### config.mk
export PLATFORM = sky130hd
export DESIGN_NAME = pwo_host_port
export DESIGN_NICKNAME = d
export VERILOG_FILES = /design/src/hw/pwo_pkg.sv /design/src/hw/pwo_host_port.sv
export VERILOG_INCLUDE_DIRS = /design/src /design/src/hw
export SDC_FILE = /design/constraint.sdc
export NUM_CORES = 1
export LEC_CHECK = 0
export BUFFER_PORTS_ARGS = -buffer_cell sky130_fd_sc_hd__buf_2
export CAP_MARGIN = 20
export CORE_MARGIN = 2
export CORE_UTILIZATION = 24
export DETAILED_ROUTE_END_ITERATION = 10
export PLACE_DENSITY = 0.95
export REMOVE_ABC_BUFFERS = 1
export SETUP_SLACK_MARGIN = 0.2
export SLEW_MARGIN = 25
export SYNTH_ARGS = -nofsm -noshare
export SYNTH_HDL_FRONTEND = slang
export SYNTH_SLANG_ARGS = --single-unit
### constraint.sdc
create_clock -name vclk -period 0.86
set_clock_uncertainty 0.2 [all_clocks]
set_input_delay 0.129 -clock vclk [all_inputs]
set_output_delay 0.129 -clock vclk [all_outputs]
set_load 0.01 [all_outputs]
### src/hw/pwo_consts.svh
/*
 * Constants for the pointwise polynomial engine
 * Modulus, Barrett factors, polynomial length and widths
 */

`ifndef PWO_CONSTS_SVH
`define PWO_CONSTS_SVH

// ML-DSA prime, 2^23 - 2^13 + 1
`define PWO_Q 23'd8380417

// One coefficient per memory word
`define PWO_COEFF_W 23

// Coefficients per polynomial
`define PWO_N 16

// 64 words, room for four polynomials
`define PWO_ADDR_W 6

// Barrett reduction of a 46-bit product
// M = floor(2^K / q), leaves the remainder below 2q
`define PWO_BARRETT_K 46
`define PWO_BARRETT_M 24'd8396807

`endif
### src/hw/pwo_pkg.sv
/*
 * Shared types of the pointwise engine
 * Operation modes, host memory select and controller states
 */

package pwo_pkg;

    // Pointwise operation selected by the host
    typedef enum logic [1:0] {
        pwm = 2'd0,
        pwa = 2'd1,
        pws = 2'd2
    } pwo_mode_t;

    // Target memory of a host load
    typedef enum logic [1:0] {
        mem_a = 2'd0,
        mem_b = 2'd1,
        mem_c = 2'd2
    } pwo_mem_sel_t;

    // Controller FSM
    typedef enum logic [1:0] {
        idle  = 2'd0,
        issue = 2'd1,
        drain = 2'd2
    } pwo_state_t;

endpackage

### src/hw/pwo_host_port.sv
/*
 * Host load decode and memory C port sharing
 */

`timescale 1ns/100ps

`include "pwo_consts.svh"

module pwo_host_port
    import pwo_pkg::*;
(
    // Host load strobe
    input  logic                    load_en,
    input  pwo_mem_sel_t            load_mem,
    input  logic [`PWO_ADDR_W-1:0]  load_addr,
    input  logic [`PWO_COEFF_W-1:0] load_data,
    // Host readback of C
    input  logic                    rd_en,
    input  logic [`PWO_ADDR_W-1:0]  rd_addr,
    // Engine side
    input  logic                    busy,
    input  logic                    eng_c_rd_en,
    input  logic [`PWO_ADDR_W-1:0]  c_rd_addr,
    input  logic                    wb_en,
    input  logic [`PWO_ADDR_W-1:0]  wb_addr,
    input  logic [`PWO_COEFF_W-1:0] wb_data,
    // Memory strobes
    output logic                    a_wr_en,
    output logic                    b_wr_en,
    output logic                    c_wr_en,
    output logic [`PWO_ADDR_W-1:0]  c_wr_addr,
    output logic [`PWO_COEFF_W-1:0] c_wr_data,
    output logic                    c_rd_en_m,
    output logic [`PWO_ADDR_W-1:0]  c_rd_addr_m
);

    logic host_ok;

    // Loads during an operation are dropped
    assign host_ok = load_en && !busy;

    assign a_wr_en = host_ok && (load_mem == mem_a);
    assign b_wr_en = host_ok && (load_mem == mem_b);

    // Memory C belongs to the engine while busy
    assign c_wr_en     = busy ? wb_en   : (host_ok && (load_mem == mem_c));
    assign c_wr_addr   = busy ? wb_addr : load_addr;
    assign c_wr_data   = busy ? wb_data : load_data;
    assign c_rd_en_m   = busy ? eng_c_rd_en : rd_en;
    assign c_rd_addr_m = busy ? c_rd_addr   : rd_addr;

    // Writeback only ever fires inside an operation
    always_comb begin
        wb_in_busy: assert #0 (wb_en !== 1'b1 || busy !== 1'b0)
            else $error("pwo_host_port: writeback while idle");
    end

endmodule

==> flow_metrics.env <==
export IMPL_status="complete, but fails checks"
export IMPL_violations="negative setup slack"
export IMPL_crit_path_max_incr_delay_ns=0.33
export IMPL_period_minus_slack_ns=1.20
export IMPL_clock_buffers=0
export IMPL_finalHoldWorstSlack_ns=0.295
export IMPL_wl_mm=2.97
export IMPL_drt_first_pass_iters=4
export IMPL_max_freq_mhz=830
export IMPL_cp_arrival_ns=0.88
export IMPL_finalCritPeriodShare_pct=140
export IMPL_rsz0062_at_grt="true"
export IMPL_irDropWorstVdd_v=0.000369
export IMPL_regArea_um2=0
export IMPL_required_ns=0.53
export IMPL_yosysUniqueCellTypes=7
export IMPL_hold_depth=3
export IMPL_wl_per_cell_um=15.7
export IMPL_instances_no_fill=190
export IMPL_num_vias=868
export IMPL_worstPathMaxFanout=10
export IMPL_grt_max_degree=12
export IMPL_max_slew_margin_rel_pct=87.8
export IMPL_cp_depth=4
export IMPL_cap_violations=0
export IMPL_io_pin_count=116
export IMPL_drive_above_1_share_pct=99.4
export IMPL_dpl_cell_area_um2=1100
export IMPL_core_um2=1960
export IMPL_port_buffers=116
export IMPL_grt_ovfl_total=0
export IMPL_syn_cell_area_um2=494
export IMPL_antenna_found_initial=0
export IMPL_drv_slew=0
export IMPL_path_cells="buf_12 > buf_16 > mux2_2 > buf_2"
export IMPL_grt_pass1_wl_mm=4.00
export IMPL_worst_path_max_delay_cell="mux2_2"
export IMPL_cp_end_kind="output pin"
export IMPL_n_antenna_cell=0
export IMPL_setup_viol=39
export IMPL_ant_nets=0
export IMPL_stdcell_area_um2=1550
export IMPL_yosys_area_top_type="mux2_2"
export IMPL_fillers=137
export IMPL_ys_seq_area_share_pct=0
export IMPL_fin_ws_ns=-0.345
export IMPL_avgSynthCellArea_um2=11.0
export IMPL_drc=0
export IMPL_die_area_um2=2440
export IMPL_synthTopCellsByArea="mux2_2 82%, buf_6 9.1%, nor4b_2 3.0%"
export IMPL_areaGrowthSynthToFinish_pct=213
export IMPL_gp_congestion=0.709
export IMPL_die_x_um=49.4
export IMPL_initial_utilization_pct=25.2
export IMPL_grtUsageTotal_pct=20.2
export IMPL_synth_warnings=0
export IMPL_crit_family="buffers and inverters"
export IMPL_numPlacedInstances=186
export IMPL_grt_pass1_vias=925
export IMPL_nFlopsAndLatches=0
export IMPL_yosysMostFrequentCell="mux2_2"
export IMPL_fin_setup_tns_ns=-11.58
export IMPL_worstMarginPinSlew_ns=0.183
export IMPL_cp_start_kind="primary input"
export IMPL_drtIter0Drc=3
export IMPL_viasPerCell=4.57
export IMPL_hold_path_class="in -> out"
export IMPL_path_class="in -> out"
export IMPL_leakagePower_nw=0.878
export IMPL_syn_inst=45
export IMPL_hold_viol_final=0
export IMPL_power_per_cell_area_nw_per_um2=597
export IMPL_synth_commonest_cells="36 x mux2_2, 4 x buf_6"
export IMPL_die_y_um=49.4
export IMPL_path_buf_inv=3
export IMPL_num_rows=16
export IMPL_post_synth_top_area_fraction_pct=82.0
export IMPL_nets=242
export IMPL_place_detailed_hpwl_mm=1.79
cells by family after synthesis:
family | Yosys count | share of synthesized area (%)
compound gates | 1 | 1.01
buf+inv | 4 | 9.11
mux | 36 | 82.0
simple gates | 4 | 7.85
power breakdown:
part	internal (mW)	total, mW	switching, mW
Clock	0	0	0
Combinational	0.611	0.925	0.314
Sequential	0	0	0
timing repair:
item                                    CTS  global route
pin swaps                                 1             1
buffers inserted                          0             1
endpoints found under the setup margin   39            39
resized for setup                        58            17
hold buffers                              0             0
gates cloned                              3             0
layout by cell type (no fill, tap or decap):
master / instances
o21ai_2: 1
mux2_4: 28
buf_16: 3
nand2_2: 1
mux2_2: 8
nand3b_1: 1
buf_6: 37
buf_12: 3
and4bb_2: 1
nor4b_2: 1
buf_2: 79
final cells by class:
class | instances | area (µm²) | share of cell area, %
Tap cell | 27 | 33.8 | 2.18
Timing Repair Buffer | 122 | 955 | 61.6
Multi-Input combinational cell | 41 | 561 | 36.2
stage by stage:
stage | total power, mW | setup WS [ns] | util [%]
after floorplan | 0.240 | -0.00660 | -
after global placement | 0.573 | -0.388 | 56.3
after detailed placement | 0.584 | -0.398 | 56.3
after CTS | 0.856 | -0.321 | 75.0
after global routing | 0.974 | -0.356 | 79.0
final | 0.925 | -0.345 | 79.0
worst min-delay path, cell delays in order:
cell and delay (ns):
buf_6 0.07, nor4b_2 0.03, buf_2 0.13
final timing paths:
check / endpoint / from / slack, ns
max: c_wr_data[5] / busy / -0.34
min: a_wr_en / load_mem[0] / 0.29
metal layers:
metal | track usage (%) | share of wire [%] | vias to the layer above
met4 | 0 | 0 | 0
met2 | 43.5 | 55 | 57
met5 | 0 | 0 | -
met1 | 21.1 | 36 | 401
li1 | - | - | 410
met3 | 3.07 | 8.6 | 0
(Power assumes the default switching activity.)
