[config.mk]
export PLATFORM = sky130hd
export DESIGN_NAME = pwo_writeback
export DESIGN_NICKNAME = d
export VERILOG_FILES = /design/src/hw/pwo_writeback.sv
export VERILOG_INCLUDE_DIRS = /design/src /design/src/hw
export SDC_FILE = /design/constraint.sdc
export NUM_CORES = 1
export LEC_CHECK = 0
export BUFFER_PORTS_ARGS = -buffer_cell sky130_fd_sc_hd__buf_2
export CORE_UTILIZATION = 40
export DETAILED_ROUTE_END_ITERATION = 10
export GPL_ROUTABILITY_DRIVEN = 0
export GPL_TIMING_DRIVEN = 0
export PLACE_DENSITY = 0.81
export SLEW_MARGIN = 30
export SYNTH_ARGS = -nofsm -noshare
export SYNTH_HDL_FRONTEND = slang
export SYNTH_SLANG_ARGS = --single-unit
[constraint.sdc]
create_clock -name clk -period 2.7 [get_ports clk]
set_input_delay 0 -clock clk [delete_from_list [all_inputs] [get_ports clk]]
set_output_delay 0 -clock clk [all_outputs]
set_load 0.01 [all_outputs]
[src/hw/pwo_consts.svh]
/*
 * Constants for the pointwise polynomial engine
 * Modulus, Barrett factors, polynomial length and widths
 */

`ifndef PWO_CONSTS_SVH
`define PWO_CONSTS_SVH

// ML-DSA prime, 2^23 - 2^13 + 1
`define PWO_Q 23'd8380417

// One coefficient per memory word
`define PWO_COEFF_W 23

// Coefficients per polynomial
`define PWO_N 16

// 64 words, room for four polynomials
`define PWO_ADDR_W 6

// Barrett reduction of a 46-bit product
// M = floor(2^K / q), leaves the remainder below 2q
`define PWO_BARRETT_K 46
`define PWO_BARRETT_M 24'd8396807

`endif
[src/hw/pwo_writeback.sv]
/*
 * Result writeback into memory C, write count and done pulse
 */

`timescale 1ns/100ps

`include "pwo_consts.svh"

module pwo_writeback (
    input  logic                    clk,
    input  logic                    rst_n,
    input  logic                    zeroize,
    input  logic                    res_valid,
    input  logic [`PWO_COEFF_W-1:0] res_data,
    input  logic [`PWO_ADDR_W-1:0]  res_c_addr,
    output logic                    wb_en,
    output logic [`PWO_ADDR_W-1:0]  wb_addr,
    output logic [`PWO_COEFF_W-1:0] wb_data,
    output logic                    done
);

    logic [$clog2(`PWO_N)-1:0] wr_cnt;

    always_ff @(posedge clk or negedge rst_n) begin
        if (!rst_n) begin
            wb_en  <= 1'b0;
            wr_cnt <= '0;
            done   <= 1'b0;
        end else if (zeroize) begin
            // Aborted op ends without done
            wb_en  <= 1'b0;
            wr_cnt <= '0;
            done   <= 1'b0;
        end else begin
            wb_en <= res_valid;
            done  <= 1'b0;
            if (wb_en) begin
                if (wr_cnt == (`PWO_N - 1)) begin
                    wr_cnt <= '0;
                    done   <= 1'b1;   // cycle after the last write
                end else begin
                    wr_cnt <= wr_cnt + 1'b1;
                end
            end
        end
    end

    always_ff @(posedge clk) begin
        wb_addr <= res_c_addr;
        wb_data <= res_data;
    end

    // The N-th write of an operation is its last one
    last_write_done: assert property (@(posedge clk) disable iff (!rst_n) done |-> !wb_en)
        else $error("pwo_writeback: write in the done cycle");

endmodule

==> impl_summary.log <==
[metrics] power density over cell area: 580 nW/um^2
[metrics] detailed-routed wire length on met3: 246 um
[metrics] final HPWL from detailed placement: 1.25 mm
[metrics] cell count after synthesis: 54
[metrics] CTS sink count: 35
[metrics] filler cell count in the final layout: 119
[metrics] number of vias in the routed layout: just under 800
[metrics] Clock Path Buffers: 2
[metrics] Max Used Layer: met4
[metrics] min-delay worst type: in2async
[metrics] number of placement rows: 16
[metrics] most used flip-flop cell after synthesis: sky130_fd_sc_hd__dfxtp_1
[metrics] die outline area: 2300 um^2
[metrics] placeable core region: ~2000 um^2
[metrics] number of detailed-routing iterations run before antenna repair: 4
[metrics] share of the synthesized area in the top cell type: 0.688
[metrics] combined area of the multi-input logic cells: between 100 and 150 um^2
[metrics] number of distinct library cells after synthesis: 16
[metrics] yosys synthesis warning count: 0
[metrics] net switching power figure: 0.203 mW
[metrics] startpoint type of the worst setup path: flip-flop
[metrics] synthesized area per cell: 15.6 um^2
[metrics] final worst clock skew: 0.00601 ns
[metrics] number of port buffers: 63
[metrics] post-route met1 wirelength: 939 um
[metrics] shortest period the worst path allows: between 1 and 1.5 ns
[metrics] RSZ-0062 raised after global routing: no
[metrics] clock root buffer: sky130_fd_sc_hd__clkbuf_4
[metrics] clock insertion delay at the later pin of the skew report: 0.32 ns
[metrics] Routed wire per std cell: 12.9 um
[metrics] number of H-tree branching levels: 2
[metrics] number of violations reported at the end of detailed-routing iteration 0: 7
[metrics] count of inserted antenna diode cells: 0
[metrics] wire length of the first global-routing pass: approximately 3.4 mm
[metrics] number of max-cap violations: 0
[metrics] Setup TNS: 0 ns
[metrics] slew at the pin closest to its max-slew limit: roughly 0.21 ns
[metrics] largest cells by area after synthesis: sky130_fd_sc_hd__dfxtp_1, sky130_fd_sc_hd__dfrtp_1, sky130_fd_sc_hd__a21oi_1, sky130_fd_sc_hd__ha_1, sky130_fd_sc_hd__nand2_1
[metrics] Peak VDD IR: 0.000605 V
[metrics] max-slew violation count: 0
[metrics] number of global-route vias before repair: 773
[metrics] Final Routed Wirelength: 2.38 mm
[metrics] Critical Path RT: 2.91 ns
[metrics] leakage power summed over all cells: 0.778 nW
[metrics] CP endpoint kind: flip-flop
[metrics] nets: approximately 190
[metrics] sequential power share: 0.605
[metrics] worst setup path category: reg2reg
[metrics] total nets after synthesis: 88
[metrics] clock-pin transition on the worst setup and hold timing paths: approximately 0.10 ns
[metrics] largest area contributor in the netlist: sky130_fd_sc_hd__dfxtp_1
[metrics] width of the die: approximately 48 um
[metrics] number of failing hold endpoints at the final stage: 0
[metrics] number of I/O pins: between 60 and 70
[metrics] switching power share of the total: 0.222
[metrics] cell internal power dissipation: 0.709 mW
[metrics] pin count of the biggest net entering global routing: 11
[metrics] via count normalized by instance count: 4.26
[metrics] initial antenna violation count: 0
[metrics] maximum clock rate: between 0.9 and 1 GHz
[metrics] worst endpoint data arrival time: 1.32 ns
[metrics] run status: complete, no violations
[metrics] proportion of power drawn by the clock network: 0.280
[metrics] Worst Hold Margin: 0.0299 ns
[metrics] overall fraction of global-route tracks in use: 0.240
[metrics] TritonCTS Buffers: 5
[metrics] combinational cell fraction of total power: 0.114
[metrics] most instantiated library cell after synthesis: sky130_fd_sc_hd__dfxtp_1
[metrics] number of enable-type register cells in the synthesized netlist: 0
[metrics] drc violations: 0
[metrics] Detail Route met2 WL: 1.17 mm
[metrics] count of state elements after synthesis: 35
[metrics] Final Cycle Share: 0.411
[metrics] Syn Std Cell Area: 843 um^2
[metrics] Max Fanout on Critical Path: 5
[metrics] ratio of cells with drive above 1 in the final layout: 0.443
[metrics] most instantiated cells after synthesis: sky130_fd_sc_hd__dfxtp_1, sky130_fd_sc_hd__dfrtp_1, sky130_fd_sc_hd__a21oi_1, sky130_fd_sc_hd__nand2_1, sky130_fd_sc_hd__nor2_1
[metrics] Die Span Y: 47.9 um
[metrics] sequential-to-total area share from yosys stat: 0.866
[metrics] Sequential Area: roughly 730 um^2
[metrics] effective utilization at floorplan: 0.430
[metrics] final setup violation count: 0
[metrics] Synth async-reset ratio: 0.171
[metrics] final global-route overflow total: 0
[metrics] Post-DRT Antenna Nets: 0
[metrics] worst-case headroom to the max-slew limit: 0.860
[metrics] clock tree from TritonCTS: yes
[metrics] area delta synth->final: 86.5%
[worst paths after layout]
| check | start | to | slack [ns] | cells past startpoint |
|---|---|---|---|---|
| max | wr_cnt[0] | wr_cnt[2] | 1.59 | 4 |
| min | rst_n | wr_cnt[1] | 0.03 | 2 |
| max reg2reg | wr_cnt[0] | wr_cnt[2] | 1.59 | 4 |
| min reg2reg | wr_cnt[3] | done | 0.54 | 2 |
| max in group asynchronous | rst_n | wr_cnt[2] | 2.53 | 2 |
| min in group clk | res_data[12] | wb_data[12] | 0.31 | 2 |
[per-layer routing]
metal  GRT usage  vias up
li1            -      382
met4      0.0833        0
met2       0.386       48
met5           0        -
met3       0.158        2
met1       0.254      357
[per-stage QoR]
stage | util | power, mW | instance area (um^2) | worst slack, ns | std cells
6_report | 0.802 | 0.912 | 1570 | 1.59 | 185
5_1_grt | 0.802 | 0.959 | 1570 | 1.50 | 185
4_1_cts | 0.802 | 0.911 | 1570 | 1.58 | 185
3_5_place_dp | 0.608 | 0.627 | 1190 | 1.61 | 144
3_3_place_gp | 0.608 | 0.624 | 1190 | 1.63 | 144
2_1_floorplan | - | 0.580 | 843 | 1.63 | 54
[state kept, by name, indices dropped and copies added (netlist names)]
signal   flops
done         1
wb_addr      6
wb_data     23
wb_en        1
wr_cnt       4
[repair_timing]
action / CTS / global route
buffers inserted: 0 / 0
hold endpoints to repair: 41 / 0
resized for setup: 0 / 0
hold buffers: 33 / 0
[cell type report]
class | count | share of cell area
timing repair buffer | 96 | 0.411
tap | 27 | 0.0215
multi-input combinational | 19 | 0.0716
clock inverter | 1 | 0.00318
clock buffer | 7 | 0.0286
sequential | 35 | 0.465
[cells by family (layout without fill, tap and decap cells)]
kind of cell	count (synthesis)	after routing	share of synthesized area
compound gates	4	4	0.0237
fa+ha+maj	1	1	0.0148
mux	1	1	0.0119
flops	35	35	0.866
xor+xnor	1	1	0.0104
simple gates	12	12	0.0727
buf+inv	0	104	0
[cell usage in the layout (no fill, tap or decap)]
| cell | Yosys | final |
|---|---|---|
| sky130_fd_sc_hd__nor2b_1 | 1 | 1 |
| sky130_fd_sc_hd__nand2b_1 | 1 | 1 |
| sky130_fd_sc_hd__nand2_1 | 3 | 3 |
| sky130_fd_sc_hd__nand3b_1 | 1 | 1 |
| sky130_fd_sc_hd__xor2_1 | 1 | 1 |
| sky130_fd_sc_hd__dfxtp_1 | 29 | 29 |
| sky130_fd_sc_hd__o21ai_0 | 1 | 1 |
| sky130_fd_sc_hd__dlygate4sd3_1 | 0 | 33 |
| sky130_fd_sc_hd__nor3_1 | 1 | 1 |
| sky130_fd_sc_hd__nand3_1 | 1 | 1 |
| sky130_fd_sc_hd__mux2i_1 | 1 | 1 |
| sky130_fd_sc_hd__clkbuf_4 | 0 | 5 |
| sky130_fd_sc_hd__clkbuf_1 | 0 | 2 |
| sky130_fd_sc_hd__clkinv_2 | 0 | 1 |
| sky130_fd_sc_hd__buf_2 | 0 | 63 |
| sky130_fd_sc_hd__a21oi_1 | 3 | 3 |
| sky130_fd_sc_hd__dfrtp_1 | 6 | 6 |
| sky130_fd_sc_hd__or3_1 | 1 | 1 |
| sky130_fd_sc_hd__nor2_1 | 2 | 2 |
| sky130_fd_sc_hd__ha_1 | 1 | 1 |
| sky130_fd_sc_hd__nand2_2 | 1 | 1 |
[power groups by stage]
stage,registers [mW],clock network (mW),logic [mW]
finish,0.552,0.256,0.104
global route,0.555,0.291,0.113
CTS,0.550,0.259,0.101
detailed placement,0.562,0,0.0653
global placement,0.561,0,0.0630
floorplan,0.575,0,0.00411
[critical path, cell delays in order, from the launching register on]
cell and delay, ns:
sky130_fd_sc_hd__dfrtp_1 0.43, sky130_fd_sc_hd__ha_1 0.25, sky130_fd_sc_hd__nand2_1 0.09, sky130_fd_sc_hd__xor2_1 0.16, sky130_fd_sc_hd__nor2_1 0.06
(Power assumes the default switching activity.)
