==> src/hw/pwo_consts.svh <==
/*
 * Constants for the pointwise polynomial engine
 * Modulus, Barrett factors, polynomial length and widths
 */

`ifndef PWO_CONSTS_SVH
`define PWO_CONSTS_SVH

// ML-DSA prime, 2^23 - 2^13 + 1
`define PWO_Q 23'd8380417

// One coefficient per memory word
`define PWO_COEFF_W 23

// Coefficients per polynomial
`define PWO_N 16

// 64 words, room for four polynomials
`define PWO_ADDR_W 6

// Barrett reduction of a 46-bit product
// M = floor(2^K / q), leaves the remainder below 2q
`define PWO_BARRETT_K 46
`define PWO_BARRETT_M 24'd8396807

`endif
==> src/hw/pwo_pkg.sv <==
/*
 * Shared types of the pointwise engine
 * Operation modes, host memory select and controller states
 */

package pwo_pkg;

    // Pointwise operation selected by the host
    typedef enum logic [1:0] {
        pwm = 2'd0,
        pwa = 2'd1,
        pws = 2'd2
    } pwo_mode_t;

    // Target memory of a host load
    typedef enum logic [1:0] {
        mem_a = 2'd0,
        mem_b = 2'd1,
        mem_c = 2'd2
    } pwo_mem_sel_t;

    // Controller FSM
    typedef enum logic [1:0] {
        idle  = 2'd0,
        issue = 2'd1,
        drain = 2'd2
    } pwo_state_t;

endpackage

==> src/hw/pwo_ctrl.sv <==
/*
 * Controller FSM of the pointwise engine
 * Latches the operation, issues operand reads, waits for the last write
 */

`timescale 1ns/100ps

`include "pwo_consts.svh"

module pwo_ctrl
    import pwo_pkg::*;
(
    input  logic                   clk,
    input  logic                   rst_n,
    input  logic                   zeroize,
    input  logic                   enable,
    input  pwo_mode_t              mode,
    input  logic                   accumulate,
    input  logic                   sampler_mode,
    input  logic                   sampler_valid,
    input  logic [`PWO_ADDR_W-1:0] base_a,
    input  logic [`PWO_ADDR_W-1:0] base_b,
    input  logic [`PWO_ADDR_W-1:0] base_c,
    input  logic                   last_done,
    output logic                   busy,
    output logic                   eng_rd_en,
    output logic [`PWO_ADDR_W-1:0] a_addr,
    output logic [`PWO_ADDR_W-1:0] b_addr,
    output logic [`PWO_ADDR_W-1:0] c_rd_addr,
    output logic                   issue_valid,
    output logic [`PWO_ADDR_W-1:0] issue_c_addr,
    output pwo_mode_t              op_mode,
    output logic                   op_acc,
    output logic                   op_sampler
);

    pwo_state_t             state;
    logic [`PWO_ADDR_W-1:0] idx;
    logic [`PWO_ADDR_W-1:0] base_a_q;
    logic [`PWO_ADDR_W-1:0] base_b_q;
    logic [`PWO_ADDR_W-1:0] base_c_q;

    //======================================================================
    // FSM and element counter
    //======================================================================
    always_ff @(posedge clk or negedge rst_n) begin
        if (!rst_n) begin
            state      <= idle;
            idx        <= '0;
            op_mode    <= pwm;
            op_acc     <= 1'b0;
            op_sampler <= 1'b0;
            base_a_q   <= '0;
            base_b_q   <= '0;
            base_c_q   <= '0;
        end else if (zeroize) begin
            // Abort, nothing left to finish
            state <= idle;
            idx   <= '0;
        end else begin
            case (state)
                idle: begin
                    if (enable) begin
                        state      <= issue;
                        idx        <= '0;
                        op_mode    <= mode;
                        op_acc     <= accumulate;
                        op_sampler <= sampler_mode;
                        base_a_q   <= base_a;
                        base_b_q   <= base_b;
                        base_c_q   <= base_c;
                    end
                end
                issue: begin
                    if (issue_valid) begin
                        idx <= idx + 1'b1;
                        if (idx == (`PWO_N - 1)) begin
                            state <= drain;
                        end
                    end
                end
                drain: begin
                    // Up to four elements still in flight
                    if (last_done) begin
                        state <= idle;
                    end
                end
                default: state <= idle;
            endcase
        end
    end

    // Sampler gaps stall issue only
    assign issue_valid = (state == issue) && (!op_sampler || sampler_valid);
    assign eng_rd_en   = issue_valid;

    assign a_addr       = base_a_q + idx;
    assign b_addr       = base_b_q + idx;
    assign c_rd_addr    = base_c_q + idx;
    assign issue_c_addr = base_c_q + idx;

    // Low in the done cycle already
    assign busy = (state != idle) && !last_done;

    // No element issued once the writeback has finished
    issue_in_issue: assert property (@(posedge clk) disable iff (!rst_n)
        issue_valid |-> (state == issue) && !last_done)
        else $error("pwo_ctrl: issue outside the issue state");

endmodule

==> config.mk <==
export PLATFORM = sky130hd
export DESIGN_NAME = pwo_ctrl
export DESIGN_NICKNAME = d
export VERILOG_FILES = /design/src/hw/pwo_pkg.sv /design/src/hw/pwo_ctrl.sv
export VERILOG_INCLUDE_DIRS = /design/src /design/src/hw
export SDC_FILE = /design/constraint.sdc
export NUM_CORES = 1
export LEC_CHECK = 0
export BUFFER_PORTS_ARGS = -buffer_cell sky130_fd_sc_hd__buf_2
export CORE_MARGIN = 1
export CORE_UTILIZATION = 45
export DETAILED_ROUTE_END_ITERATION = 7
export PLACE_DENSITY = 0.78
export SLEW_MARGIN = 40
export SYNTH_ARGS = -nofsm -noshare
export SYNTH_HDL_FRONTEND = slang
export SYNTH_SLANG_ARGS = --single-unit
==> constraint.sdc <==
create_clock -name clk -period 3.55 [get_ports clk]
set_input_delay 0.1775 -clock clk [delete_from_list [all_inputs] [get_ports clk]]
set_output_delay 0.1775 -clock clk [all_outputs]
set_load 0.005 [all_outputs]
==> flow_summary.yaml <==
run_status:
  status: "finished clean"
timing:
  rsz0062_at_grt: "no"
  slew_violations: 0
  fin_tns_setup_ns: 0
  setup_violations: 0
  period_needed_ns: 2.253
  relSlewSlack_pct: 53.87
  finClkSkew_ns: 0.002636
  worst_slack_ns: 1.297
  finalCritPeriodShare_pct: 63.46
  finalHoldViolations: 0
  worstMarginPinSlew_ns: 0.6920
  fmax_mhz: 443.9
floorplanning:
  fp-row-count: 23
  die_h_um: 67.44
  dieArea_mm2: 0.004547
  pin_count: 59
  core_area_mm2: 0.004058
  initial_core_util_pct: 47.49
  die_w_um: 67.44
routing:
  dr.first_iter.drc_count: 47
  finalWirelength_um: 3734
  ant_nets: 0
  first_pass_iters: 4
  drc: 0
  vias_per_cell: 5.293
  wl_per_cell_um: 13.53
  vias: 1461
critical_path:
  worst-setup-path-type: "reg2out"
  path_max_fanout: 8
  arrival_ns: 2.08
  worst-r2r-cell-count: 5
  rrSetupSlack_ns: 1.85
  r2r-end: "state[1]"
  timing.rr.start: "idx[1]"
  endpoint_kind: "output port"
  required_ns: 3.37
  endpoint: "b_addr[4]"
  crit_start: "idx[0]"
  startpoint_type: "flip-flop"
logic_synthesis:
  synth-adder-area-share_pct: 13.51
  syn_inst: 171
  synth_nets: 218
  ys_seq_elements: 30
  syn_area_mm2: 0.001927
  async_flop_share_pct: 100.0
  muxShareOfSynthArea_pct: 12.27
  ys_types: 35
  yosysWarnings: 0
  synthSimpleGateAreaFrac_pct: 8.442
  synthFlopType: "dfrtp_1"
  synth_compound_area_share_pct: 13.70
  syn_area_per_cell_um2: 11.27
  synth_top_family_by_area: "compound AO/OA/AOI/OAI gates"
  yosysSeqAreaShare_pct: 38.96
  synth-edff-count: 0
  synth_xor_area_share_pct: 6.818
grt:
  grt_usage_pct: 17.83
  grt_use_met1_pct: 21.94
  grtUsageMet2_pct: 30.25
  gr-total-overflow: 0
  grt_max_degree: 31
  grt_pass1_wl_um: 6023
  busiest_layer: "met2"
  use_met3_pct: 4.223
  antenna_found_initial: 0
  grt_pass1_vias: 1328
layout:
  layout_common_cells: "58 x buf_2, 30 x dfrtp_1, 21 x mux2_1"
  area_growth_pct: 18.83
  design_area_mm2: 0.002290
  final_common_cell: "buf_2"
  antenna_cells: 0
  fill_cells: 368
  fin_nets: 272
  finish.utilization_pct: 56.43
  drive_above_1_share_pct: 31.42
pwr:
  total_power_mw: 1.022
  seqPwrFrac_pct: 43.1
  pwr_density_cell_mw_per_mm2: 446.5
  peakVddDrop_v: 0.0003216
  p_int_mw: 0.7201
  switching_power_mw: 0.3024
  pwr-share-clk_pct: 26.9
  p_comb_share_pct: 30.0
  leakagePower_nw: 1.165
  switching_share_pct: 29.57
placement:
  gp_congestion: 0.7835
  dpl_worst_slack_ns: 1.566
  io_buffers: 58
  placed_area_mm2: 0.002188
  post-dp-hpwl_um: 2786
clock_network:
  postCtsSetupRepairBufs: 0
  cts_made_buffers: 5
  cts_tree: "yes"
  clock_tree.buffer_depth: 2
  clkTransAtPathRegs_ns: 0.06
  clk_latency_ns: 0.27
  cts.sinks: 30
  cts.repair.resized: 0
  h-tree-depth: 2
  root_buffer: "clkbuf_8"
job:
  cap_violations: 0
hold_path:
  hp-class: "in2reg"
-- state kept, by name (all words and copies together) (netlist names) --
register,flops
state,2
base_c_q,6
base_a_q,6
idx,6
op_mode,2
op_sampler,1
base_b_q,6
op_acc,1
-- worst min path at each step --
| stage | start | to | slack, ns | depth (start not counted) |
|---|---|---|---|---|
| final | base_c[1] | base_c_q[1] | 0.11 | 3 |
| after global routing | base_b[1] | base_b_q[1] | 0.12 | 2 |
| after CTS | base_c[1] | base_c_q[1] | 0.11 | 3 |
| after detailed placement | rst_n | base_a_q[2] | 0.25 | 1 |
| after global placement | rst_n | base_a_q[1] | 0.25 | 1 |
| after floorplan | rst_n | base_a_q[0] | -0.12 | 0 |
-- power groups by stage --
| stage | sequential, mW | combinational [mW] | clock (mW) |
|---|---|---|---|
| floorplan | 0.434 | 0.214 | 0 |
| global placement | 0.443 | 0.301 | 0 |
| detailed placement | 0.447 | 0.311 | 0 |
| CTS | 0.442 | 0.313 | 0.281 |
| global route | 0.449 | 0.349 | 0.295 |
| finish | 0.441 | 0.307 | 0.275 |
-- cells by family (layout without fill, tap and decap cells) --
logic type               count (synthesis)  count (layout)
flip-flops                              30              30
buffers and inverters                   19              74
adder cells (fa/ha/maj)                 19              19
AO/OA/AOI/OAI                           41              41
XOR/XNOR                                15              15
AND/OR/NAND/NOR                         26              26
multiplexers                            21              21
-- layer usage --
metal	vias up	part of all wire, %
met4	0	1.1
met2	39	51
met3	6	3.9
met5	-	0
li1	710	-
met1	706	44
-- critical path: stages (launching register included) --
cell,delay (ns)
dfrtp_1,0.48
ha_1,0.29
fa_1,0.42
a21o_1,0.19
a21oi_1,0.17
xnor2_1,0.13
buf_2,0.12
-- cells in the mapped netlist, types with 2 or more instances --
| cell | count | share of area, % |
|---|---|---|
| a21oi_1 | 12 | 3.1 |
| a211oi_1 | 3 | 1.2 |
| nor2_1 | 6 | 1.2 |
| buf_4 | 9 | 3.5 |
| mux2_1 | 21 | 12 |
| xor2_1 | 5 | 2.3 |
| nand2_1 | 4 | 0.78 |
| a21o_1 | 6 | 2.3 |
| buf_6 | 2 | 1.2 |
| xnor2_1 | 10 | 4.5 |
| o21ai_0 | 5 | 1.3 |
| o21ai_1 | 5 | 1.3 |
| nand3_1 | 3 | 0.78 |
| ha_1 | 16 | 10 |
| o21bai_1 | 4 | 1.6 |
| dfrtp_1 | 30 | 39 |
| nand3b_1 | 2 | 0.78 |
| inv_1 | 6 | 1.2 |
| o31ai_2 | 2 | 1.3 |
| nor2b_1 | 3 | 0.97 |
| fa_1 | 3 | 3.1 |
-- layout make-up --
cell class | instances | area, µm² | share of cell area, %
repair buffers | 60 | 307.8 | 13.44
multi-input cells | 122 | 1055 | 46.07
well taps | 50 | 62.56 | 2.732
flip-flops and latches | 30 | 750.7 | 32.79
inverters | 6 | 22.52 | 0.9836
clock inverters | 1 | 5.005 | 0.2186
clock buffers | 7 | 86.33 | 3.770
-- stage by stage --
stage | std cells | hold slack, ns
floorplan | 171 | -0.1181
global placement | 267 | 0.2510
detailed placement | 267 | 0.2536
CTS | 276 | 0.1124
global route | 276 | 0.1182
finish | 276 | 0.1135
-- timing repair --
action | CTS | global route
hold buffers | 1 | 0
hold endpoints to repair | 30 | 0
setup endpoints to repair | 0 | 0
Note: power is estimated with default switching activity, not from simulation.
