### src/hw/pwo_consts.svh
/*
 * Constants for the pointwise polynomial engine
 * Modulus, Barrett factors, polynomial length and widths
 */

`ifndef PWO_CONSTS_SVH
`define PWO_CONSTS_SVH

// ML-DSA prime, 2^23 - 2^13 + 1
`define PWO_Q 23'd8380417

// One coefficient per memory word
`define PWO_COEFF_W 23

// Coefficients per polynomial
`define PWO_N 16

// 64 words, room for four polynomials
`define PWO_ADDR_W 6

// Barrett reduction of a 46-bit product
// M = floor(2^K / q), leaves the remainder below 2q
`define PWO_BARRETT_K 46
`define PWO_BARRETT_M 24'd8396807

`endif
### src/hw/pwo_ram.sv
/*
 * Coefficient memory, one write port and one registered read port
 */

`timescale 1ns/100ps

`include "pwo_consts.svh"

module pwo_ram (
    input  logic                    clk,
    input  logic                    wr_en,
    input  logic [`PWO_ADDR_W-1:0]  wr_addr,
    input  logic [`PWO_COEFF_W-1:0] wr_data,
    input  logic                    rd_en,
    input  logic [`PWO_ADDR_W-1:0]  rd_addr,
    output logic [`PWO_COEFF_W-1:0] rd_data
);

    // 64 x 23 array, contents kept across reset
    logic [`PWO_COEFF_W-1:0] mem [2**`PWO_ADDR_W];

    // Synchronous write
    always_ff @(posedge clk) begin
        if (wr_en) begin
            mem[wr_addr] <= wr_data;
        end
    end

    // Read data one cycle after the strobe, held otherwise
    always_ff @(posedge clk) begin
        if (rd_en) begin
            rd_data <= mem[rd_addr];
        end
    end

    // A write must land on a known word
    wr_addr_known: assert property (@(posedge clk) wr_en === 1'b1 |-> !$isunknown(wr_addr))
        else $error("pwo_ram: write with unknown address");

endmodule

### config.mk
export PLATFORM = sky130hd
export DESIGN_NAME = pwo_ram
export DESIGN_NICKNAME = d
export VERILOG_FILES = /design/src/hw/pwo_ram.sv
export VERILOG_INCLUDE_DIRS = /design/src /design/src/hw
export SDC_FILE = /design/constraint.sdc
export NUM_CORES = 1
export LEC_CHECK = 0
export BUFFER_PORTS_ARGS = -buffer_cell sky130_fd_sc_hd__buf_2
export CAP_MARGIN = 20
export CORE_UTILIZATION = 55
export DETAILED_ROUTE_END_ITERATION = 10
export PLACE_DENSITY = 0.74
export SYNTH_ARGS = -nofsm -noshare
export SYNTH_HDL_FRONTEND = slang
export SYNTH_SLANG_ARGS = --single-unit
### constraint.sdc
create_clock -name clk -period 3.07 [get_ports clk]
set_clock_uncertainty 0.2 [all_clocks]
set_input_delay 0.1535 -clock clk [delete_from_list [all_inputs] [get_ports clk]]
set_output_delay 0.1535 -clock clk [all_outputs]
set_load 0.01 [all_outputs]
==> results of run 1 <==
## cell usage in the layout (no fill, tap or decap), types with 6 or more instances in the layout
cell type	n
a211oi_1	15
a21oi_1	23
a221oi_1	22
a22o_1	23
a22oi_1	49
buf_12	31
buf_2	57
buf_4	140
bufinv_16	16
clkbuf_1	33
clkbuf_16	145
clkinv_1	26
clkinv_2	20
clkinv_8	6
dlygate4sd3_1	28
edfxtp_1	1495
mux2_2	14
mux2i_1	71
mux4_2	368
nand2_1	23
nand3_1	28
nand3b_1	7
nor2_1	15
nor2_2	63
nor2b_1	10
nor3_1	6
o21ai_0	21
o221ai_1	11
o22ai_1	7
## metal layers
metal | share of wire | up-vias | wire length, um | GRT usage
met5 | 0.00038 | - | 52 | 0
met1 | 0.37 | 14500 | 50600 | 0.377
met2 | 0.47 | 1774 | 63600 | 0.403
met4 | 0.037 | 8 | 4990 | 0.0952
li1 | - | 11100 | - | -
met3 | 0.12 | 263 | 16300 | 0.0664
## power by group
group	internal, mW	switching [mW]	total, mW
clock	10.1	7.58	17.7
sequential	22.6	0.0727	22.7
combinational	0.840	1.33	2.17
## cell usage after synthesis, drive strengths merged, types with 4 or more instances
master | instances | area, sq um
mux4 | 368 | 8290
a22o | 23 | 201
o22ai | 7 | 43.8
nand2 | 23 | 86.3
mux2 | 14 | 158
mux2i | 71 | 711
and2 | 4 | 25.0
a211oi | 15 | 113
clkbuf | 64 | 240
buf | 71 | 488
nand3 | 28 | 140
edfxtp | 1495 | 44900
nor3 | 8 | 40.0
nor2 | 78 | 293
nand3b | 7 | 52.6
a211o | 5 | 43.8
a221oi | 22 | 193
a22oi | 49 | 368
o32ai | 4 | 35.0
nand2b | 4 | 25.0
a21oi | 23 | 115
o21ai | 26 | 130
nor2b | 12 | 75.1
and3 | 4 | 25.0
o221ai | 11 | 96.3
## final cells by class
| cell class | instances | area, sq um | area share |
|---|---|---|---|
| Multi-Input combinational cell | 816 | 11500 | 0.177 |
| Sequential cell | 1495 | 44900 | 0.689 |
| Clock buffer | 178 | 3750 | 0.0576 |
| Clock inverter | 83 | 977 | 0.0150 |
| Antenna cell | 3 | 7.51 | 0.000115 |
| Timing Repair Buffer | 259 | 2280 | 0.0350 |
| Tap cell | 1368 | 1710 | 0.0263 |
## sequential cells by signal, indices dropped and copies added (netlist names)
register	cells
mem	1472
rd_data	23
## worst register-to-register path, stage by stage, from the launching register on
cell and delay [ps]:
edfxtp_1 370, mux4_2 480, a22o_1 250, a211oi_1 410
a221oi_1 260, a21o_1 270
## cells by family after synthesis
| group | count (synthesis) | synth area share |
|---|---|---|
| multiplexers | 453 | 0.161 |
| buffers and inverters | 135 | 0.0128 |
| AND/OR/NAND/NOR | 177 | 0.0145 |
| flip-flops | 1495 | 0.788 |
| AO/OA/AOI/OAI | 186 | 0.0236 |
## timing repair
item                                   4_1_cts  5_1_grt
gates resized for setup                      0        0
endpoints found under the hold margin      684      379
hold buffers                                22        6
## through the flow
step                setup slack (ps)  utilization  instances
finish                           535        0.637       4202
global route                     584        0.637       4199
CTS                              688        0.636       4187
detailed placement              60.5        0.587       3904
global placement                54.6        0.587       3904
floorplan                        159            -       2446
## how the worst max path moves through the flow
stage | cells after the start | endpoint
after floorplan | 4 | mem[48][0]
after CTS | 4 | rd_data[4]
final | 8 | rd_data[16]
after global routing | 5 | rd_data[16]
after global placement | 8 | rd_data[16]
after detailed placement | 8 | rd_data[16]
==> out/summary.txt, run 1 <==
status: complete, no violations
IO Pins: 61
crit path time final: 2530 ps
Yosys cell types: 36
Slew HR: 0.283
setup TNS: 0 ps
post-CTS setup buffers: 0
Clock transition at path regs: 70 ps
WP buf/inv: 3
fmax: 0.395 GHz
startpoint types: primary input
DRC: 0
floorplan row count: 117
Post-Place Cell Area: 0.0600 sq mm
reg2reg end: rd_data[16]
worst r2r path cells: 5
number of global-route vias before repair: 27900
Die Ht: 324 um
area of the core: 0.102 sq mm
CP endpoint kind: flop
Avg Cell Area, Syn: 23.3 sq um
P_leak: 20.6 nW
hpwl dp: 78.2 mm
CTS sink cnt: 1495
routed via count: 27600
post-route ant nets: 0
FILL cells: 6483
layout cells sized above 1: 0.313
total CTS buffers: 145
Slew Limit Fails: 0
fraction of registers with async set/reset: 0
slowest stage delay, CP: 730 ps
peak supply drop: 0.000547 V
nets: 2755
reg2reg start: mem[63][16]
largest net degree at the start of global routing: 65
GRT Total Usage: 0.265
remaining global-route overflow: 0
H-tree levels: 4
Design Area, Final: 0.0651 sq mm
endpoints failing setup: 0
initial antenna violation count: 7
first-pass GRT wire length: 195 mm
Post-synth EDFFs: 1495
number of buffers added on ports: 60
Hold Crit Class: primary input to flop
Tot Pwr: 42.6 mW
PwrDens: 654 mW/mm^2
Die ar.: 0.105 sq mm
die width: 324 um
synthesis-to-finish area growth: 14.4%
R2R Setup Slk: 570 ps
hold slack: 150 ps
RSZ-0062 raised after global routing: no
CP dominant cell by count: buf_12
Top Family by Delay on Critical Path: compound AO/OA/AOI/OAI gates
critical path class: primary input to flop
Clock Tree Root: clkbuf_16
routability cong.: 0.892
final worst path period share: 0.826
crit path max fanout: 19
final WL: 136 mm
max-cap check violation count: 0
CP Cell Sequence: buf_8, buf_12, buf_12, or3b_2, o221ai_1, a211oi_1, a221oi_1, a21o_1
Synth Net Count: 2484
register area share after synthesis: 0.788
initial DRC count: 3677
CTS tree: yes
clk buf depth: 3
Critical Path RT: 3480 ps
Initial Util: 0.557
Vias/cell: 6.57
Worst Setup SP: rd_addr[0]
startpoint of the worst hold path: rd_addr[4]
critical path's slowest cell: a221oi_1
final hold viol count: 0
Min-Delay Endpoint: rd_data[13]
cell count after synthesis: 2446
Hold Crit Depth: 5
worst skew pair latency: 760 ps
crit path DAT: 2950 ps
mapped cell area: 0.0570 sq mm
top_reg_cell synth: edfxtp_1
DRT Pass-1 Iters: 5
WL/cell: 32.3 um
total of warnings raised by yosys: 0
Slew @ Worst Pin: 1080 ps
number of synthesized register bits: 1495
(Power assumes the default switching activity.)
==> run 2, diff against run 1 <==
- PLACE_DENSITY: 0.74 -> 0.71
- clock period: 3.07 -> 2.5 ns (I/O delays scaled with it)
==> run 2 against run 1 <==
Effect of this change: sequential power rose by 23%; die area did not move; critical path depth fell by 2; global-route usage fell by 0.12 points.
==> out/summary.txt, run 2 (synthesis results as in run 1) <==
status: complete, no violations
reg2reg start: mem[58][16]
Cell Int Power: 41.4 mW (+23%)
initial DRC count: 3653 (-0.65%)
Net Switching: 10.9 mW (+21%)
Critical Path RT: 2800 ps (-680 ps)
startpoint types: flop
hold slack: 58.5 ps (-91.5 ps)
number of buffers added on ports: 60 (unchanged)
clk buf depth: 3 (unchanged)
crit path max fanout: 1 (-18)
worst skew pair latency: 750 ps (about the same)
remaining global-route overflow: 0 (unchanged)
Slew @ Worst Pin: 1020 ps (-50.9 ps)
Slew Limit Fails: 0 (unchanged)
area of the core: 0.102 sq mm (unchanged)
crit path time final: 2390 ps
GRT Total Usage: 0.263 (-0.00124)
DRC: 0 (unchanged)
DRT Pass-1 Iters: 7 (+2)
critical path class: flop to flop
Sw Share: 0.208 (-0.00252)
H-tree levels: 4 (unchanged)
Min-Delay Endpoint: mem[59][15]
endpoints failing setup: 0 (unchanged)
utilization after layout: 0.653 (+0.0158)
fmax: 0.418 GHz
final hold viol count: 0 (unchanged)
combinational power share: 0.055 (+0.004)
CTS sink cnt: 1495 (unchanged)
reg2reg end: rd_data[16]
Vias/cell: 6.45 (-1.9%)
number of global-route vias before repair: 28400 (+1.9%)
Hold Crit Depth: 3 (-2)
IO Pins: 61 (unchanged)
die width: 324 um (unchanged)
power share of the sequential group: 0.533 (about the same)
CTS tree: yes
commonest non-fill, non-tap cell in the layout: edfxtp_1
layout cells sized above 1: 0.333 (+0.0204)
R2R Setup Slk: 110 ps (-460 ps)
Clock transition at path regs: 60 ps (about the same)
routability cong.: 0.856 (-4.0%)
largest net degree at the start of global routing: 65 (unchanged)
CP endpoint kind: flop
Tot Pwr: 52.3 mW (+23%)
RSZ-0062 raised after global routing: no
first-pass GRT wire length: 194 mm (-0.35%)
worst r2r path cells: 6 (+1)
startpoint of the worst hold path: wr_addr[3]
PwrDens: 784 mW/mm^2 (+20%)
FILL cells: 6443 (-0.62%)
Largest regs: mem x1472, rd_data x23
Initial Util: 0.557 (unchanged)
Clock Tree Root: clkbuf_16
Die Ht: 324 um (unchanged)
hpwl dp: 80.4 mm (+2.8%)
synthesis-to-finish area growth: 17.2%
Hold Crit Class: primary input to flop
post-route ant nets: 0 (unchanged)
floorplan row count: 117 (unchanged)
WL/cell: 31.4 um (-2.7%)
peak supply drop: 0.000487 V (-11%)
Slew HR: 0.317 (+0.0339)
Most flops, register: mem
final worst path period share: 0.956
initial antenna violation count: 5 (-2)
setup TNS: 0 ps (unchanged)
max-cap check violation count: 0 (unchanged)
number of flip-flops in the largest register: 1472 (unchanged)
most frequent cells in the layout: edfxtp_1, mux4_2, clkbuf_16, buf_4, buf_12
Clock Power Share: 0.411 (-0.005)
nets: 2847 (+3.3%)
crit path DAT: 2690 ps (-260 ps)
routed via count: 27700 (+0.40%)
final WL: 135 mm (-0.48%)
total CTS buffers: 148 (+2.1%)
P_leak: 21.3 nW (+3.4%)
Die ar.: 0.105 sq mm (unchanged)
run 2: cell types whose count changed in the layout (fill, tap and decap cells not counted), moves of 4 or more:
cell / change
clkinv_1: +7
clkinvlp_4: -4
bufinv_16: -6
clkinv_2: +7
dlygate4sd3_1: +4
buf_4: +11
clkbuf_16: +10
buf_12: +74
run 2: worst max path at each step:
stage / start / slack [ps] / end / depth (start not counted)
floorplan: wr_addr[1] / 70 / mem[59][0] / 4
global placement: rd_addr[0] / -740 / rd_data[21] / 6
detailed placement: rd_addr[0] / -710 / rd_data[21] / 6
CTS: mem[53][21] / 130 / rd_data[21] / 4
global route: mem[63][16] / 70 / rd_data[16] / 6
finish: mem[58][16] / 110 / rd_data[16] / 6
run 2: final cells by class:
type | count | area [sq um] | area share
Clock inverter | 82 | 704 | 0.0106
Timing Repair Buffer | 348 | 3880 | 0.0582
Clock buffer | 187 | 4000 | 0.0599
Tap cell | 1368 | 1710 | 0.0256
Sequential cell | 1495 | 44900 | 0.673
Antenna cell | 4 | 10.0 | 0.000150
Multi-Input combinational cell | 816 | 11500 | 0.173
run 2: through the flow:
step	std cells	instance area, sq um	worst slack, ps
floorplan	2446	57000	68.1
global placement	3995	61700	-739
detailed placement	3995	61700	-707
CTS	4296	66700	133
global route	4296	66700	66.4
finish	4300	66700	110
run 2: critical path: stages, from the launching register on:
cell and delay [ps]:
edfxtp_1 360, mux4_2 470, a22o_1 250, a211oi_1 280
buf_4 200, a221oi_1 120, a21o_1 260
run 2: power groups by stage:
| stage | registers [mW] | clock network [mW] | logic [mW] |
|---|---|---|---|
| finish | 27.9 | 21.5 | 2.90 |
| detailed placement | 28.4 | 0 | 2.83 |
| global route | 27.9 | 22.7 | 3.04 |
| global placement | 28.4 | 0 | 2.77 |
| CTS | 27.9 | 21.8 | 2.90 |
| floorplan | 28.4 | 0 | 1.36 |
run 2: metal layers:
| metal | vias up | track usage | wire length [um] |
|---|---|---|---|
| li1 | 11300 | - | - |
| met5 | - | 0 | 29 |
| met1 | 14600 | 0.369 | 51200 |
| met3 | 215 | 0.0631 | 14500 |
| met2 | 1629 | 0.407 | 64200 |
| met4 | 4 | 0.100 | 4940 |
run 2: timing repair:
action / CTS / global route
buffers inserted: 0 / 0
endpoints found under the setup margin: 3 / 0
endpoints found under the hold margin: 1608 / 0
hold buffers: 32 / 0
gates resized for setup: 3 / 0
